--- src/logic/fetch_pkg.sv ---
`default_nettype none

package fetch_pkg;

  //////////////////////////////
  // basic types and constants
  //////////////////////////////

  typedef logic [31:0] word_t;                      // machine word.

  localparam word_t RESET_PC          = 32'h200;    // pc out of reset.
  localparam word_t TRAP_VECTOR_RESET = 32'h100;    // trap vector out of reset.
  localparam bit    BUS_LITTLE_ENDIAN = 1'b1;       // swap rdata bytes when set.

  localparam logic [6:0] OPC_JAL    = 7'b1101111;   // jal opcode.
  localparam logic [6:0] OPC_BRANCH = 7'b1100011;   // conditional branch opcode.

  localparam logic CFG_PREDICT  = 1'b0;             // config addr of predict enable.
  localparam logic CFG_TRAP_VEC = 1'b1;             // config addr of trap vector.

  //////////////////////////////
  // pipeline and bus bundles
  //////////////////////////////

  typedef struct packed {
    logic  token;                                   // valid word in the register.
    word_t pc;                                      // pc of the fetched word.
    word_t pc4;                                     // sequential successor.
    word_t instr;                                   // word in core byte order.
    logic  prediction;                              // fetch predicted taken.
  } fetch_ex_t;                                     // 98 bits.

  typedef struct packed {
    logic  valid;                                   // execute resolved a redirect.
    word_t target;                                  // where to fetch next.
  } ex_redirect_t;

  typedef struct packed {
    logic  mal_insn;                                // misaligned fetch address.
    word_t epc;                                     // pc of the faulting fetch.
    word_t badaddr;                                 // offending bus address.
  } fetch_fault_t;

  typedef struct packed {
    word_t addr;                                    // word address on the bus.
    logic  ren;                                     // read request.
  } imem_req_t;

  typedef enum logic [1:0] {
    SEL_TRAP,                                       // trap vector.
    SEL_REDIRECT,                                   // execute redirect target.
    SEL_PREDICT,                                    // static predictor target.
    SEL_SEQ                                         // pc + 4.
  } npc_sel_t;

  //////////////////////////////
  // instruction views
  //////////////////////////////

  typedef struct packed {
    logic       imm20;                              // sign bit.
    logic [9:0] imm10_1;
    logic       imm11;
    logic [7:0] imm19_12;
    logic [4:0] rd;
    logic [6:0] opcode;
  } j_type_t;

  typedef struct packed {
    logic       imm12;                              // sign bit, set for backward.
    logic [5:0] imm10_5;
    logic [4:0] rs2;
    logic [4:0] rs1;
    logic [2:0] funct3;
    logic [3:0] imm4_1;
    logic       imm11;
    logic [6:0] opcode;
  } b_type_t;

  typedef union packed {
    j_type_t j;                                     // jal decode.
    b_type_t b;                                     // branch decode.
  } instr_u;

  typedef struct packed {
    logic  predict_en;                              // static prediction on.
    word_t trap_vector;                             // word aligned trap target.
  } pred_cfg_t;

endpackage

`default_nettype wire

--- src/logic/fetch_config_regs.sv ---
`default_nettype none

module fetch_config_regs (
  input  logic                 CLK,
  input  logic                 nRST,
  input  logic                 cfg_req,
  input  logic                 cfg_addr,
  input  fetch_pkg::word_t     cfg_wdata,
  output logic                 cfg_ack,
  output fetch_pkg::pred_cfg_t cfg
);
  import fetch_pkg::*;

  logic wr_en;                                      // first cycle of a request.

  assign wr_en = cfg_req && !cfg_ack;               // one write per handshake.

  //////////////////////////////
  // four-phase slave
  //////////////////////////////

  always_ff @(posedge CLK, negedge nRST) begin
    if (!nRST) begin
      cfg_ack <= 1'b0;
    end else if (wr_en) begin
      cfg_ack <= 1'b1;                              // ack one clock after req.
    end else if (!cfg_req && cfg_ack) begin
      cfg_ack <= 1'b0;                              // release after req drops.
    end
  end

  //////////////////////////////
  // registers
  //////////////////////////////

  always_ff @(posedge CLK, negedge nRST) begin
    if (!nRST) begin
      cfg.predict_en  <= 1'b0;                      // prediction off at start.
      cfg.trap_vector <= TRAP_VECTOR_RESET;
    end else if (wr_en) begin
      case (cfg_addr)
        CFG_PREDICT: begin
          cfg.predict_en <= cfg_wdata[0];
        end
        CFG_TRAP_VEC: begin
          cfg.trap_vector <= {cfg_wdata[31:2], 2'b00}; // keep it word aligned.
        end
      endcase
    end
  end

  // master must still be requesting on the clock that ack rises.
  a_ack_follows_req: assert property (@(posedge CLK) disable iff (!nRST)
    $rose(cfg_ack) |-> $past(cfg_req));

endmodule

`default_nettype wire

--- src/logic/fetch_hazard_unit.sv ---
`default_nettype none

module fetch_hazard_unit (
  input  logic                CLK,
  input  logic                nRST,
  input  logic                busy,
  input  logic                ex_stall,
  input  logic                redirect_valid,
  input  logic                mal_insn,
  input  logic                predict_taken,
  output logic                pc_en,
  output logic                iren,
  output logic                if_ex_stall,
  output logic                if_ex_flush,
  output fetch_pkg::npc_sel_t npc_sel
);
  import fetch_pkg::*;

  logic word_valid;                                 // bus returned the word this cycle.

  assign word_valid = iren && !busy;

  //////////////////////////////
  // control
  //////////////////////////////

  assign iren        = !mal_insn;                   // never fetch unaligned.
  assign if_ex_flush = mal_insn || redirect_valid;  // trap or redirect kills the word.
  assign if_ex_stall = ex_stall;                    // execute holds the register.

  // a flush moves the pc regardless of bus state or stall.
  assign pc_en = if_ex_flush || (word_valid && !ex_stall);

  always_comb begin
    if (mal_insn) begin
      npc_sel = SEL_TRAP;                           // highest priority.
    end else if (redirect_valid) begin
      npc_sel = SEL_REDIRECT;
    end else if (predict_taken && word_valid) begin
      npc_sel = SEL_PREDICT;                        // only on a real word.
    end else begin
      npc_sel = SEL_SEQ;
    end
  end

  //////////////////////////////
  // checks
  //////////////////////////////

  // advancing while execute holds would drop a word.
  a_no_adv_in_stall: assert property (@(posedge CLK) disable iff (!nRST)
    (pc_en && if_ex_stall) |-> if_ex_flush);

  // the fault from the stage must always steer to the trap vector.
  a_trap_sel: assert property (@(posedge CLK) disable iff (!nRST)
    mal_insn |-> (npc_sel == SEL_TRAP));

endmodule

`default_nettype wire

--- src/logic/fetch_stage.sv ---
`default_nettype none

module fetch_stage (
  input  logic                    CLK,
  input  logic                    nRST,
  input  fetch_pkg::npc_sel_t     npc_sel,
  input  logic                    pc_en,
  input  logic                    if_ex_stall,
  input  logic                    if_ex_flush,
  input  logic                    iren,
  input  fetch_pkg::ex_redirect_t redirect,
  input  fetch_pkg::word_t        trap_vector,
  input  logic                    predict_taken,
  input  fetch_pkg::word_t        target_addr,
  input  fetch_pkg::word_t        rdata,
  output fetch_pkg::imem_req_t    imem,
  output fetch_pkg::instr_u       instr,
  output fetch_pkg::word_t        pc,
  output fetch_pkg::fetch_ex_t    fetch_ex,
  output fetch_pkg::fetch_fault_t fault
);
  import fetch_pkg::*;

  word_t pc4;                                       // sequential next pc.
  word_t npc;                                       // selected next pc.
  word_t swapped;                                   // rdata in core byte order.
  logic  mal_addr;                                  // pc not word aligned.

  logic  token_q;                                   // fetch/execute control.
  logic  pred_q;
  word_t pc_q;                                      // fetch/execute payload.
  word_t pc4_q;
  word_t instr_q;

  //////////////////////////////
  // program counter
  //////////////////////////////

  always_ff @(posedge CLK, negedge nRST) begin
    if (!nRST) begin
      pc <= RESET_PC;
    end else if (pc_en) begin
      pc <= npc;
    end
  end

  assign pc4 = pc + 32'd4;

  always_comb begin
    unique case (npc_sel)
      SEL_TRAP:     npc = trap_vector;
      SEL_REDIRECT: npc = redirect.target;
      SEL_PREDICT:  npc = target_addr;
      default:      npc = pc4;                      // SEL_SEQ.
    endcase
  end

  //////////////////////////////
  // bus and byte order
  //////////////////////////////

  assign imem.addr = pc;
  assign imem.ren  = iren;

  assign swapped = BUS_LITTLE_ENDIAN ?
                   {rdata[7:0], rdata[15:8], rdata[23:16], rdata[31:24]} : rdata;
  assign instr   = swapped;                         // both views see the same word.

  //////////////////////////////
  // fetch/execute register
  //////////////////////////////

  always_ff @(posedge CLK, negedge nRST) begin
    if (!nRST) begin
      token_q <= 1'b0;
      pred_q  <= 1'b0;
    end else if (if_ex_flush) begin
      token_q <= 1'b0;                              // bubble on redirect or trap.
      pred_q  <= 1'b0;
    end else if (!if_ex_stall) begin
      token_q <= pc_en;                             // busy bus gives a bubble.
      pred_q  <= pc_en && predict_taken;
    end
  end

  always_ff @(posedge CLK) begin
    if (!if_ex_stall) begin
      pc_q    <= pc;
      pc4_q   <= pc4;
      instr_q <= swapped;
    end
  end

  assign fetch_ex = '{token: token_q, pc: pc_q, pc4: pc4_q,
                      instr: instr_q, prediction: pred_q};

  //////////////////////////////
  // fault
  //////////////////////////////

  assign mal_addr       = (pc[1:0] != 2'b00);
  assign fault.mal_insn = mal_addr;
  assign fault.epc      = pc;
  assign fault.badaddr  = imem.addr;

  a_aligned_fetch: assert property (@(posedge CLK) disable iff (!nRST)
    imem.ren |-> (imem.addr[1:0] == 2'b00));

endmodule

`default_nettype wire

--- src/logic/fetch_top.sv ---
`default_nettype none

module fetch_top (
  input  logic                    CLK,
  input  logic                    nRST,
  output fetch_pkg::imem_req_t    imem,
  input  fetch_pkg::word_t        rdata,
  input  logic                    busy,
  input  fetch_pkg::ex_redirect_t redirect,
  input  logic                    ex_stall,
  input  logic                    cfg_req,
  input  logic                    cfg_addr,
  input  fetch_pkg::word_t        cfg_wdata,
  output logic                    cfg_ack,
  output fetch_pkg::fetch_ex_t    fetch_ex,
  output fetch_pkg::fetch_fault_t fault
);
  import fetch_pkg::*;

  npc_sel_t  npc_sel;                               // next-pc source.
  logic      pc_en, iren, if_ex_stall, if_ex_flush;
  logic      predict_taken;
  word_t     target_addr;                           // predicted target.
  word_t     pc;
  instr_u    instr;                                 // swapped word for decode.
  pred_cfg_t cfg;

  //////////////////////////////
  // datapath
  //////////////////////////////

  fetch_stage i_stage (
    .CLK(CLK), .nRST(nRST), .npc_sel(npc_sel), .pc_en(pc_en),
    .if_ex_stall(if_ex_stall), .if_ex_flush(if_ex_flush), .iren(iren),
    .redirect(redirect), .trap_vector(cfg.trap_vector),
    .predict_taken(predict_taken), .target_addr(target_addr), .rdata(rdata),
    .imem(imem), .instr(instr), .pc(pc), .fetch_ex(fetch_ex), .fault(fault)
  );

  static_predictor i_pred (
    .instr(instr), .pc(pc), .predict_en(cfg.predict_en),
    .predict_taken(predict_taken), .target_addr(target_addr)
  );

  //////////////////////////////
  // control
  //////////////////////////////

  fetch_hazard_unit i_hazard (
    .CLK(CLK), .nRST(nRST), .busy(busy), .ex_stall(ex_stall),
    .redirect_valid(redirect.valid), .mal_insn(fault.mal_insn),
    .predict_taken(predict_taken), .pc_en(pc_en), .iren(iren),
    .if_ex_stall(if_ex_stall), .if_ex_flush(if_ex_flush), .npc_sel(npc_sel)
  );

  fetch_config_regs i_cfg (
    .CLK(CLK), .nRST(nRST), .cfg_req(cfg_req), .cfg_addr(cfg_addr),
    .cfg_wdata(cfg_wdata), .cfg_ack(cfg_ack), .cfg(cfg)
  );

endmodule

`default_nettype wire

--- src/logic/static_predictor.sv ---
`default_nettype none

module static_predictor (
  input  fetch_pkg::instr_u instr,
  input  fetch_pkg::word_t  pc,
  input  logic              predict_en,
  output logic              predict_taken,
  output fetch_pkg::word_t  target_addr
);
  import fetch_pkg::*;

  logic  is_jal;                                    // unconditional jump.
  logic  is_back_branch;                            // branch with negative offset.
  word_t j_imm;                                     // sign extended jal offset.
  word_t b_imm;                                     // sign extended branch offset.

  //////////////////////////////
  // decode
  //////////////////////////////

  assign is_jal         = (instr.j.opcode == OPC_JAL);
  assign is_back_branch = (instr.b.opcode == OPC_BRANCH) && instr.b.imm12; // btfn rule.

  assign j_imm = {{11{instr.j.imm20}}, instr.j.imm20, instr.j.imm19_12,
                  instr.j.imm11, instr.j.imm10_1, 1'b0};   // bit 0 always zero.
  assign b_imm = {{19{instr.b.imm12}}, instr.b.imm12, instr.b.imm11,
                  instr.b.imm10_5, instr.b.imm4_1, 1'b0};

  //////////////////////////////
  // prediction
  //////////////////////////////

  assign predict_taken = predict_en && (is_jal || is_back_branch); // off means not taken.
  assign target_addr   = pc + (is_jal ? j_imm : b_imm);  // pc relative target.

endmodule

`default_nettype wire

--- config.mk ---
export PLATFORM = sky130hd
export DESIGN_NAME = fetch_top
export DESIGN_NICKNAME = d
export VERILOG_FILES = /design/src/logic/fetch_pkg.sv /design/src/logic/fetch_config_regs.sv /design/src/logic/fetch_hazard_unit.sv /design/src/logic/fetch_stage.sv /design/src/logic/fetch_top.sv /design/src/logic/static_predictor.sv
export SDC_FILE = /design/constraint.sdc
export NUM_CORES = 1
export LEC_CHECK = 0
export BUFFER_PORTS_ARGS = -buffer_cell sky130_fd_sc_hd__clkbuf_2
export CAP_MARGIN = 5
export CORE_MARGIN = 3
export CORE_UTILIZATION = 40
export DETAILED_ROUTE_END_ITERATION = 6
export GPL_TIMING_DRIVEN = 0
export PLACE_DENSITY = 0.65
export SKIP_LAST_GASP = 1
export SYNTH_ARGS = -nofsm -noshare
export SYNTH_HDL_FRONTEND = slang
export SYNTH_SLANG_ARGS = --single-unit
--- constraint.sdc ---
create_clock -name CLK -period 2.89 [get_ports CLK]
set_input_delay 0.289 -clock CLK [delete_from_list [all_inputs] [get_ports CLK]]
set_output_delay 0.289 -clock CLK [all_outputs]
set_load 0.02 [all_outputs]
# After elaboration in Yosys (flattened, before gate mapping)
# Index checks and enable logic that the tools add are counted.
# op_classes
add_sub_neg,2
n_eq_ne,5
muxes,11
bitwise,1
n_reduce_logical,21
# ops
operator,count
$pmux W32 S3,1
$add A32 B3 Y32 const B,1
$add A32 B32 Y32,1
$mux W20,1
$eq A7 B7 Y1 const B,2
$logic_and A1 B1 Y1,8
$mux W1,7
$logic_not A1 Y1,5
$mux W2,2
$reduce_and A2 Y1,2
$reduce_bool A2 Y1,2
$logic_or A1 B1 Y1,3
$eq A2 B1 Y1 const B,1
$eq A2 B2 Y1 const B,1
$logic_not A2 Y1,1
$ne A2 B1 Y1 const B,1
$not A1 Y1,1
# totals
register_bits,162
in_bits,103
output_inout_bits,197

# Depth between registers and ports, before layout
# Gate-level depths: netlist of run 1.
# logic_depth
word_depth,10
ltp_mapped,14

# Modules after synthesis
# From an unflattened synthesis of run 1, not the netlist that was laid out.
# hier_totals
hier_cells,947
area_unflattened_um2,10110.9
# modules_own_cells
mod,n_inst,cells_per_inst,area_per_inst_um2
fetch_stage,1,603,6845.3
static_predictor,1,263,1870.5
fetch_config_regs,1,74,1356.3
fetch_hazard_unit,1,7,38.8

# Least setup slack after synthesis of run 1
# No wires, ideal clock.
# synth_timing
path_kind,input port to flip-flop
start,input port rdata[28]
end,register i_stage.pc[25]
t_arrival_ns,3.658
required_ns,2.808
slack_ns,-0.850
cell_stages,14
path_buffers,1
cell_sequence,nand2b_1 -> nor3_1 -> clkbuf_1 -> mux2_2 -> ha_1 -> fa_1 -> nand3_1 -> a211oi_1 -> o31ai_1 -> a21oi_1 -> and3_1 -> o21ai_0 -> mux2_2 -> a31oi_1
# synth_via
elab_chain_len,10
word_cells_on_any_way,15
classes_between,1 x add/sub; 4 x eq/ne; 5 x mux; 5 x reduce/logical
# synth_rtl
element,line_no,rtl
"start, declared",fetch_top.sv:7,"input fetch_pkg::word_t rdata,"
branches (longest 9 deep; another with $add A32 B32 Y32),n/a,
$pmux W32 S3 (*),fetch_stage.sv:50,unique case (npc_sel)
"end signal, assigned",fetch_stage.sv:43,pc <= npc;
"end, declared",fetch_stage.sv:18,"output fetch_pkg::word_t pc,"
# Mark *: on every way between the ends.
# A chain may end at the register's enable or synchronous reset.

# Worst setup path in the final report of run 1
# layout_timing
start,input port rdata[28]
end,register i_stage.pc[24]
# Same word-level chain as after synthesis.

==> flow_summary.json, run 1 <==
{
  "status": "finished, violations left",
  "violations": "negative setup slack",
  "syn_area_per_cell_um2": 10.4,
  "drive_above_1_share": 0.434,
  "cts_max_path_buffers": 2,
  "rsz0062_at_grt": "true",
  "cpMaxStageDelayCell": "or4_1",
  "cts_tree": "done",
  "synth_area_um2": 9140,
  "hold_viol": 0,
  "cts_root_buf": "clkbuf_16",
  "ant_nets": 0,
  "final_common_cell": "clkbuf_2",
  "wirelength_um": 31400,
  "num_vias": 8200,
  "worst_pin_slew_ps": 1100,
  "grt_pass1_wl_um": 46300,
  "min_period_ps": 2950,
  "io-pin-count": 300,
  "wire_per_inst_um": 20.8,
  "area_delta_synth_final_pct": 34.1,
  "grt-ovfl-total": 0,
  "die_area_um2": 24700,
  "synth_cell_types": 61,
  "hold_path.class": "in2reg",
  "coreArea_um2": 22200,
  "synth_edf_count": 94,
  "antenna_cells": 0,
  "finClkSkew_ps": 15.4,
  "drc": 0,
  "ys_ff_latch": 160,
  "path_delay_family": "simple AND/OR/NAND/NOR gates",
  "pre_cts_slack_ps": -1020,
  "finalNetCount": 1356,
  "synthesis.nets": 1016,
  "clock-sinks": 160,
  "max_cap_violations": 0,
  "gp_congestion": 0.932,
  "path_class": "in2reg",
  "floorplan.initialDensity": 0.412,
  "cts_max_level": 4,
  "clk_pin_slew_ps": 80,
  "grt.total_usage": 0.249,
  "die_w_um": 157,
  "die_h_um": 157,
  "fin_util": 0.553,
  "fmax_ghz": 0.339,
  "n_fill_cell": 2012,
  "crit_path_max_fanout": 4,
  "cts_made_buffers": 17,
  "drt-initial-drc-count": 582,
  "arrival_ps": 3330,
  "yosysTopAreaCellShare": 0.309,
  "post-route-period-util": 1.02,
  "required_ps": 3270,
  "leakage_nw": 5.52,
  "crit_buf_inv": 2,
  "dp.cells": 1455,
  "syn_inst": 875,
  "stdcell_count": 1508,
  "grt_max_degree": 60,
  "vdd.ir_drop.worst_mv": 0.380,
  "slew_viol_final": 0,
  "p_per_area_nw_per_um2": 818,
  "synthFlopType": "edfxtp_1",
  "crit_path_end_kind": "flop",
  "avgViaCountPerCell": 5.44,
  "num_rows": 54,
  "final_cell_mix": "clkbuf_2 (298), edfxtp_1 (94), buf_4 (92), nand2_1 (71), dfrtp_1 (64)",
  "yosysTopAreaCell": "edfxtp_1",
  "timing.final.ws_setup_ps": -63.9,
  "critical_path.startpoint_type": "input pin",
  "relSlewSlack": 0.267,
  "drt_pass1_iterations": 5,
  "yosys_warnings": 0,
  "insertion_delay_ps": 440,
  "ys_seq_area_frac": 0.490,
  "dp_hpwl_um": 23100,
  "max_stage_delay_ps": 470,
  "antenna_found_initial": 0,
  "yosys-top-cells-area": "edfxtp_1 (31%), dfrtp_1 (18%), buf_4 (5.9%)",
  "tns_ps": -63.9,
  "setup_viol": 1,
  "cp_cell_sequence": "buf_8 -> nand2b_4 -> nor3_4 -> buf_4 -> mux2_2 -> ha_2 -> a21o_1 -> a31o_2 -> a21oi_4 -> a22oi_2 -> o21ai_2 -> or3_4 -> or4_1 -> nand2_1",
  "grt_pass1_vias": 7720,
  "io_buffers": 298,
  "synthArstFlopShare": 0.413
}
## cell type report
cell class,count,area (um2),area share
buffer,105,696,0.0568
clock buffer,17,425,0.0347
clock inverter,15,163,0.0133
inverter,18,73.8,0.00603
multi-input combinational,591,4320,0.352
sequential,160,4480,0.365
tap,280,350,0.0286
timing repair buffer,322,1750,0.143
## kinds of logic (layout without fill, tap and decap cells)
kind of cell / after synthesis / after routing / share of synthesized area
adder cells (fa/ha/maj): 38 / 38 / 0.0529
flip-flops: 160 / 160 / 0.490
multiplexers: 41 / 41 / 0.0501
AND/OR/NAND/NOR: 241 / 241 / 0.125
AO/OA/AOI/OAI: 221 / 221 / 0.153
XOR/XNOR: 50 / 50 / 0.0479
buffers and inverters: 124 / 477 / 0.0811
## flip-flops by register name, indices dropped and copies added (netlist names)
register / cells
i_cfg.cfg_ack: 1
i_cfg.cfg: 31
i_stage.pc: 32
i_stage.token_q: 1
i_stage.pc_q: 30
i_stage.instr_q: 32
i_stage.pred_q: 1
i_stage.pc4_q: 32
## report_power, final
group          switching, mW  internal (mW)  total (mW)
registers              0.547           3.01        3.56
logic                   2.40           1.79        4.19
clock network           1.11           1.16        2.27
## layer usage
layer	track usage	up-vias	wire length [um]
met4	0.0719	0	565
li1	-	3833	-
met1	0.344	3911	13300
met3	0.0539	47	2660
met5	0	-	0
met2	0.396	409	14900
## through the flow
stage / power [mW] / cell area (um2) / hold WS (ps)
floorplan: 6.17 / 9260 / -6.59
finish: 10.0 / 12300 / 29.8
global placement: 7.39 / 11100 / 466
CTS: 9.86 / 12000 / 14.3
global route: 10.6 / 12300 / 15.7
detailed placement: 7.45 / 11200 / 241
## synthesized netlist by cell type (8+ instances only)
library cell,n
ha_1,37
and3_1,12
xor2_1,15
dfrtp_1,64
buf_4,72
nor3_1,18
nand4_1,12
o21ai_0,48
inv_1,17
nor2_1,57
a21oi_1,69
xnor2_1,35
nand2_1,72
edfxtp_1,94
a21o_1,26
o22ai_1,10
mux2_2,38
nand3_1,31
clkbuf_1,30
a31oi_1,16
nand2b_1,8
## worst paths after layout
| path | from | end | slack (ps) | depth (start not counted) |
|---|---|---|---|---|
| setup / recovery | rdata[28] | i_stage.pc[24] | -60 | 14 |
| hold / removal | rdata[15] | i_stage.instr_q[23] | 30 | 1 |
| setup reg to reg | i_stage.pc[8] | i_stage.pc[24] | 30 | 9 |
| hold reg to reg | i_cfg.cfg[2] | i_stage.pc[2] | 490 | 2 |
| max in group asynchronous | nRST | i_cfg.cfg[8] | 1930 | 3 |
| min in group asynchronous | nRST | i_cfg.cfg_ack | 330 | 2 |
## what timing repair did
item,4_1_cts,5_1_grt
gates resized for setup,32,39
hold buffers,1,0
setup buffers,12,9
pin swaps,13,15
gates cloned,0,0
endpoints found under the setup margin,22,23
endpoints found under the hold margin,20,0
Note: power is estimated with default switching activity, not from simulation.
==> run 2: changes to the inputs <==
CORE_UTILIZATION = 46   (was 40)
CTS_BUF_LIST = sky130_fd_sc_hd__clkbuf_8   (was default)
PLACE_DENSITY = 0.73   (was 0.65)
==> run 2 against run 1 <==
Net effect:
- the run still ends with negative setup slack left
- critical path depth unchanged
- power shrank 7.3%
- first-iteration DRC count increased by 34%
- register-to-register slack gained 20 ps
- design area down 2.1%
- clock power shrank 29%
- sequential cell count unchanged
- routed wire length fell by 2.2%
- critical endpoint unchanged
- highest routed layer is now met5
==> flow_summary.json, run 2 (synthesis results as in run 1) <==
{
  "cts_max_path_buffers": 2,
  "combPwrFrac": 0.445,
  "leakage_nw": 5.42,
  "drive_above_1_share": 0.421,
  "status": "finished, violations left",
  "final_common_cell": "clkbuf_2",
  "floorplan.initialDensity": 0.479,
  "antenna_cells": 0,
  "num_vias": 8299,
  "crit_path_end_kind": "flop",
  "path_delay_family": "simple AND/OR/NAND/NOR gates",
  "clk_pin_slew_ps": 90,
  "coreArea_um2": 19100,
  "relSlewSlack": 0.322,
  "clkPwrFrac": 0.174,
  "arrival_ps": 3410,
  "dpl_cell_area_um2": 11100,
  "grt_pass1_vias": 8010,
  "io-pin-count": 300,
  "ant_nets": 0,
  "die_h_um": 147,
  "min_period_ps": 2990,
  "drt-initial-drc-count": 778,
  "rsz0062_at_grt": "true",
  "wirelength_um": 30700,
  "final_area_um2": 12000,
  "cts_made_buffers": 17,
  "max_cap_violations": 0,
  "critical_path.startpoint_type": "input pin",
  "worstHoldStart": "rdata[1]",
  "internal_power_mw": 5.40,
  "top_regs": "i_stage.instr_q (32), i_stage.pc4_q (32), i_stage.pc (32)",
  "gp_congestion": 0.940,
  "antenna_found_initial": 1,
  "die_w_um": 147,
  "num_rows": 50,
  "n_fill_cell": 1585,
  "crit_path_max_fanout": 4,
  "slew_viol_final": 0,
  "cp-startpoint": "rdata[28]",
  "stdcell_count": 1494,
  "hold_viol": 0,
  "cts_max_level": 4,
  "grt-ovfl-total": 0,
  "setup_viol": 2,
  "drt_pass1_iterations": 5,
  "grt.total_usage": 0.278,
  "cts_root_buf": "clkbuf_8",
  "r2r-start": "i_stage.pc[8]",
  "pwr-share-seq": 0.380,
  "dp.cells": 1435,
  "p_per_area_nw_per_um2": 775,
  "worst_pin_slew_ps": 1020,
  "p_sw_frac": 0.419,
  "insertion_delay_ps": 470,
  "violations": "negative setup slack",
  "final_cell_mix": "clkbuf_2 (299), edfxtp_1 (94), buf_4 (83), nand2_1 (71), dfrtp_1 (63)",
  "post-route-period-util": 1.04,
  "clock-sinks": 160,
  "path_class": "in2reg",
  "cpMaxStageDelayCell": "or4_1",
  "multi_input_area_um2": 4230,
  "avgViaCountPerCell": 5.55,
  "vdd.ir_drop.worst_mv": 0.348,
  "timing.final.ws_setup_ps": -103,
  "die_area_um2": 21600,
  "fmax_ghz": 0.334,
  "seq_area_um2": 4480,
  "grt_pass1_wl_um": 46400,
  "io_buffers": 298,
  "finClkSkew_ps": 18.3,
  "wire_per_inst_um": 20.5,
  "crit_buf_inv": 2,
  "area_delta_synth_final_pct": 31.2,
  "finalNetCount": 1362,
  "hold_path.class": "in2reg",
  "dp_hpwl_um": 22600,
  "required_ps": 3300,
  "cts_tree": "done",
  "grt_max_degree": 57,
  "power_switching_mw": 3.89,
  "cp_cell_sequence": "clkbuf_2 -> nand2b_4 -> nor3_4 -> buf_6 -> mux2_2 -> ha_2 -> a21o_1 -> a31o_2 -> a21oi_2 -> a22oi_2 -> o21ai_2 -> or3_4 -> or4_1 -> nand2_1",
  "max_stage_delay_ps": 470,
  "drc": 0
}
## run 2: changes by cell type in the layout (fill, tap and decap cells not counted), sizes merged
cell / before / now
buf: 101 / 92
clkbuf: 342 / 343
clkinv: 8 / 5
clkinvlp: 1 / 2
dlygate4sd3: 1 / 15
inv: 24 / 26
## run 2: worst paths after layout
check	endpoint	slack (ps)	depth (start not counted)
min in group asynchronous	i_cfg.cfg_ack	320	2
setup / recovery	i_stage.pc[24]	-100	14
setup reg to reg	i_stage.pc[24]	50	9
max in group asynchronous	i_cfg.cfg[8]	1930	3
hold reg to reg	i_stage.pc[2]	510	2
hold / removal	i_stage.instr_q[25]	30	1
## run 2: cell type report
type                       instances  share of cell area
multi-input combinational        591               0.353
sequential                       160               0.374
timing repair buffer             329               0.152
tap                              260              0.0271
clock inverter                    15              0.0121
clock buffer                      17              0.0195
buffer                           104              0.0567
inverter                          18             0.00616
## run 2: timing repair
action | in CTS | in global routing
hold buffers | 13 | 2
setup buffers | 9 | 5
pin swaps | 7 | 20
resized for setup | 25 | 33
hold endpoints to repair | 38 | 2
endpoints found under the setup margin | 17 | 21
## run 2: power by group through the flow
stage                     sequential, mW  clock (mW)  combinational (mW)
after floorplan                     3.83           0                2.34
after global placement              3.57           0                3.79
after detailed placement            3.58           0                3.85
after CTS                           3.53        1.65                3.98
after global routing                3.62        1.74                4.44
final                               3.53        1.62                4.14
## run 2: per-layer routing
layer  routed length [um]  global-route usage  up-vias
met5                   13                   0        -
met3                 2920              0.0787       52
met2                14500               0.449      414
met1                12600               0.367     3988
li1                     -                   -     3843
met4                  668              0.0811        2
## run 2: metrics by stage
stage | utilization | setup WS (ps) | hold WS, ps | TNS [ps] | total power [mW]
6_report | 0.628 | -103 | 25.2 | -105 | 9.29
2_1_floorplan | - | -152 | -6.59 | -272 | 6.17
3_3_place_gp | 0.580 | -1020 | 474 | -69570 | 7.36
5_1_grt | 0.628 | -175 | 0.521 | -872 | 9.80
3_5_place_dp | 0.583 | -990 | 274 | -16040 | 7.43
4_1_cts | 0.618 | -32.0 | 1.61 | -32.0 | 9.16
==> run 3: changes to the inputs <==
--- a/config.mk
+++ b/config.mk
@@ -15,3 +15,3 @@
 export PLACE_DENSITY = 0.73
-export SKIP_LAST_GASP = 1
+export SLEW_MARGIN = 10
 export SYNTH_ARGS = -nofsm -noshare
==> constraint.sdc (replaced) <==
create_clock -name CLK -period 2.89 [get_ports CLK]
set_input_delay 0 -clock CLK [delete_from_list [all_inputs] [get_ports CLK]]
set_output_delay 0 -clock CLK [all_outputs]
set_load 0.02 [all_outputs]
==> run 3 against run 2 <==
Net effect:
- the flow now finishes without violations
- non-clock buffer count rose by 70
- clock-buffer cell count unchanged
- utilization grew 2.9 points
- sequential share of layout area is 1.6 points lower
- critical path depth stayed put
- die area unchanged
- design area rose by 4.6%
- clock skew increased by 5.8 ps
- register-to-register slack barely moved
- highest routed layer is now met4
==> flow_summary.json, run 3 (synthesis results as in run 1) <==
{
  "antenna_found_initial": 1,
  "grt_pass1_vias": 8435,
  "gp_congestion": 0.983,
  "cts_root_buf": "clkbuf_8",
  "finClkSkew_ps": 24.1,
  "crit_buf_inv": 2,
  "max_cap_violations": 0,
  "die_area_um2": 21600,
  "crit_path_end_kind": "flop",
  "power_switching_mw": 3.82,
  "combPwrFrac": 0.435,
  "path_delay_family": "compound AO/OA/AOI/OAI gates",
  "status": "complete, no violations",
  "clock-sinks": 160,
  "drive_above_1_share": 0.385,
  "arrival_ps": 3220,
  "clkPwrFrac": 0.186,
  "wirelength_um": 31100,
  "drc": 0,
  "ant_nets": 0,
  "area_delta_synth_final_pct": 37.2,
  "floorplan.initialDensity": 0.479,
  "coreArea_um2": 19100,
  "met3WireLength_um": 2850,
  "cp-startpoint": "rdata[28]",
  "hold_path.class": "in2async",
  "relSlewSlack": 0.291,
  "p_sw_frac": 0.407,
  "final_common_cell": "clkbuf_2",
  "seq_area_um2": 4490,
  "grt_max_degree": 56,
  "total_power_mw": 9.38,
  "r2r-start": "i_stage.pc[5]",
  "timing.final.ws_setup_ps": 37.3,
  "critical_path.startpoint_type": "input pin",
  "io_buffers": 298,
  "io-pin-count": 300,
  "internal_power_mw": 5.56,
  "cp_cell_sequence": "clkbuf_2 -> nand2b_4 -> nor3_4 -> buf_4 -> mux2_2 -> ha_1 -> a21o_1 -> a31oi_1 -> o21ai_1 -> a21oi_2 -> o211ai_1 -> a311oi_2 -> xor2_1 -> o21ai_0",
  "n_fill_cell": 1541,
  "die_w_um": 147,
  "p_per_area_nw_per_um2": 748,
  "cts_max_path_buffers": 2,
  "worst_pin_slew_ps": 1060,
  "multi_input_area_um2": 4060,
  "grt_pass1_wl_um": 46900,
  "finalNetCount": 1432,
  "clk_pin_slew_ps": 100,
  "avgViaCountPerCell": 5.49,
  "pre_cts_slack_ps": -866,
  "antenna_cells": 0,
  "cpMaxStageDelayCell": "mux2_2",
  "max_stage_delay_ps": 360,
  "ff2ff_path_depth": 8,
  "final_area_um2": 12500,
  "drt_pass1_iterations": 6,
  "vdd.ir_drop.worst_mv": 0.400,
  "cts_max_level": 4,
  "grt.total_usage": 0.281,
  "die_h_um": 147,
  "slew_viol_final": 0,
  "final_cell_mix": "clkbuf_2 (299), edfxtp_1 (94), dlygate4sd3_1 (90), buf_4 (81), nand2_1 (71)",
  "wire_per_inst_um": 19.9,
  "required_ps": 3260,
  "drt-initial-drc-count": 841,
  "hold_viol": 0,
  "top_layer_used": "met4",
  "cp_num_cells": 14,
  "top_regs": "i_stage.instr_q (32), i_stage.pc4_q (32), i_stage.pc (32)",
  "min_period_ps": 2850,
  "dp_hpwl_um": 22200,
  "crit_path_max_fanout": 5,
  "num_vias": 8581,
  "setup_viol": 0,
  "grt-ovfl-total": 0,
  "path_class": "in2reg",
  "dpl_cell_area_um2": 11100,
  "wl_met1_um": 12600,
  "fin_util": 0.657,
  "whs_ps": 9.13,
  "cts_tree": "done",
  "post-route-period-util": 0.987,
  "pwr-share-seq": 0.379,
  "insertion_delay_ps": 490,
  "num_rows": 50,
  "cts_made_buffers": 17,
  "wl_met2_um": 14900,
  "leakage_nw": 5.67,
  "fmax_ghz": 0.351
}
[run 3: cell count changes in the layout (fill, tap and decap cells not counted), sizes merged]
cell / delta
buf: -4
clkinvlp: +1
dlygate4sd3: +75
inv: -1
clkinv: -2
bufinv: +2
clkbuf: -1
[run 3: final timing paths]
| kind | slack, ps | endpoint |
|---|---|---|
| worst min-delay path | 9 | i_cfg.cfg[27] |
| worst max register to register | 40 | i_stage.pc[30] |
| worst min register to register | 510 | i_stage.pc[2] |
| worst max-delay path | 40 | i_stage.pc[30] |
| max in group asynchronous | 2250 | i_cfg.cfg[8] |
| min in group CLK | 20 | i_stage.pc[7] |
[run 3: power groups by stage]
stage | clock network [mW] | registers (mW) | logic, mW
after floorplan | 0 | 3.82 | 2.31
after global placement | 0 | 3.57 | 3.74
after detailed placement | 0 | 3.59 | 3.80
after CTS | 1.75 | 3.54 | 3.94
after global routing | 1.83 | 3.63 | 4.40
final | 1.75 | 3.55 | 4.08
[run 3: final cells by class]
class                      count  share of cell area
clock buffer                  17              0.0187
multi-input combinational    591               0.324
clock inverter                15              0.0138
inverter                      18             0.00559
tap                          260              0.0259
buffer                       104              0.0542
timing repair buffer         399               0.200
sequential                   160               0.358
[run 3: worst reg2reg max path, cell delays in order (launching register included)]
cell and delay, ps:
dfrtp_1 540, ha_1 440, nand3_1 180, o21ai_1 420
a21oi_2 180, o211ai_1 470, a311oi_2 210, xor2_1 190
o21ai_0 150
[run 3: metal layers]
metal,up-vias,global-route usage
met5,-,0
met4,0,0.0876
met1,4062,0.367
li1,3987,-
met3,58,0.0688
met2,474,0.464
[run 3: what timing repair did]
item	4_1_cts	5_1_grt
endpoints found under the setup margin	14	13
hold buffers	90	0
endpoints found under the hold margin	149	0
pin swaps	1	4
buffers inserted	2	7
gates resized for setup	9	31
[run 3: through the flow]
step,std cells,TNS (ps)
after floorplan,875,0
after global placement,1433,-41250
after detailed placement,1435,-11140
after CTS,1558,0
after global routing,1564,-66.5
final,1564,0
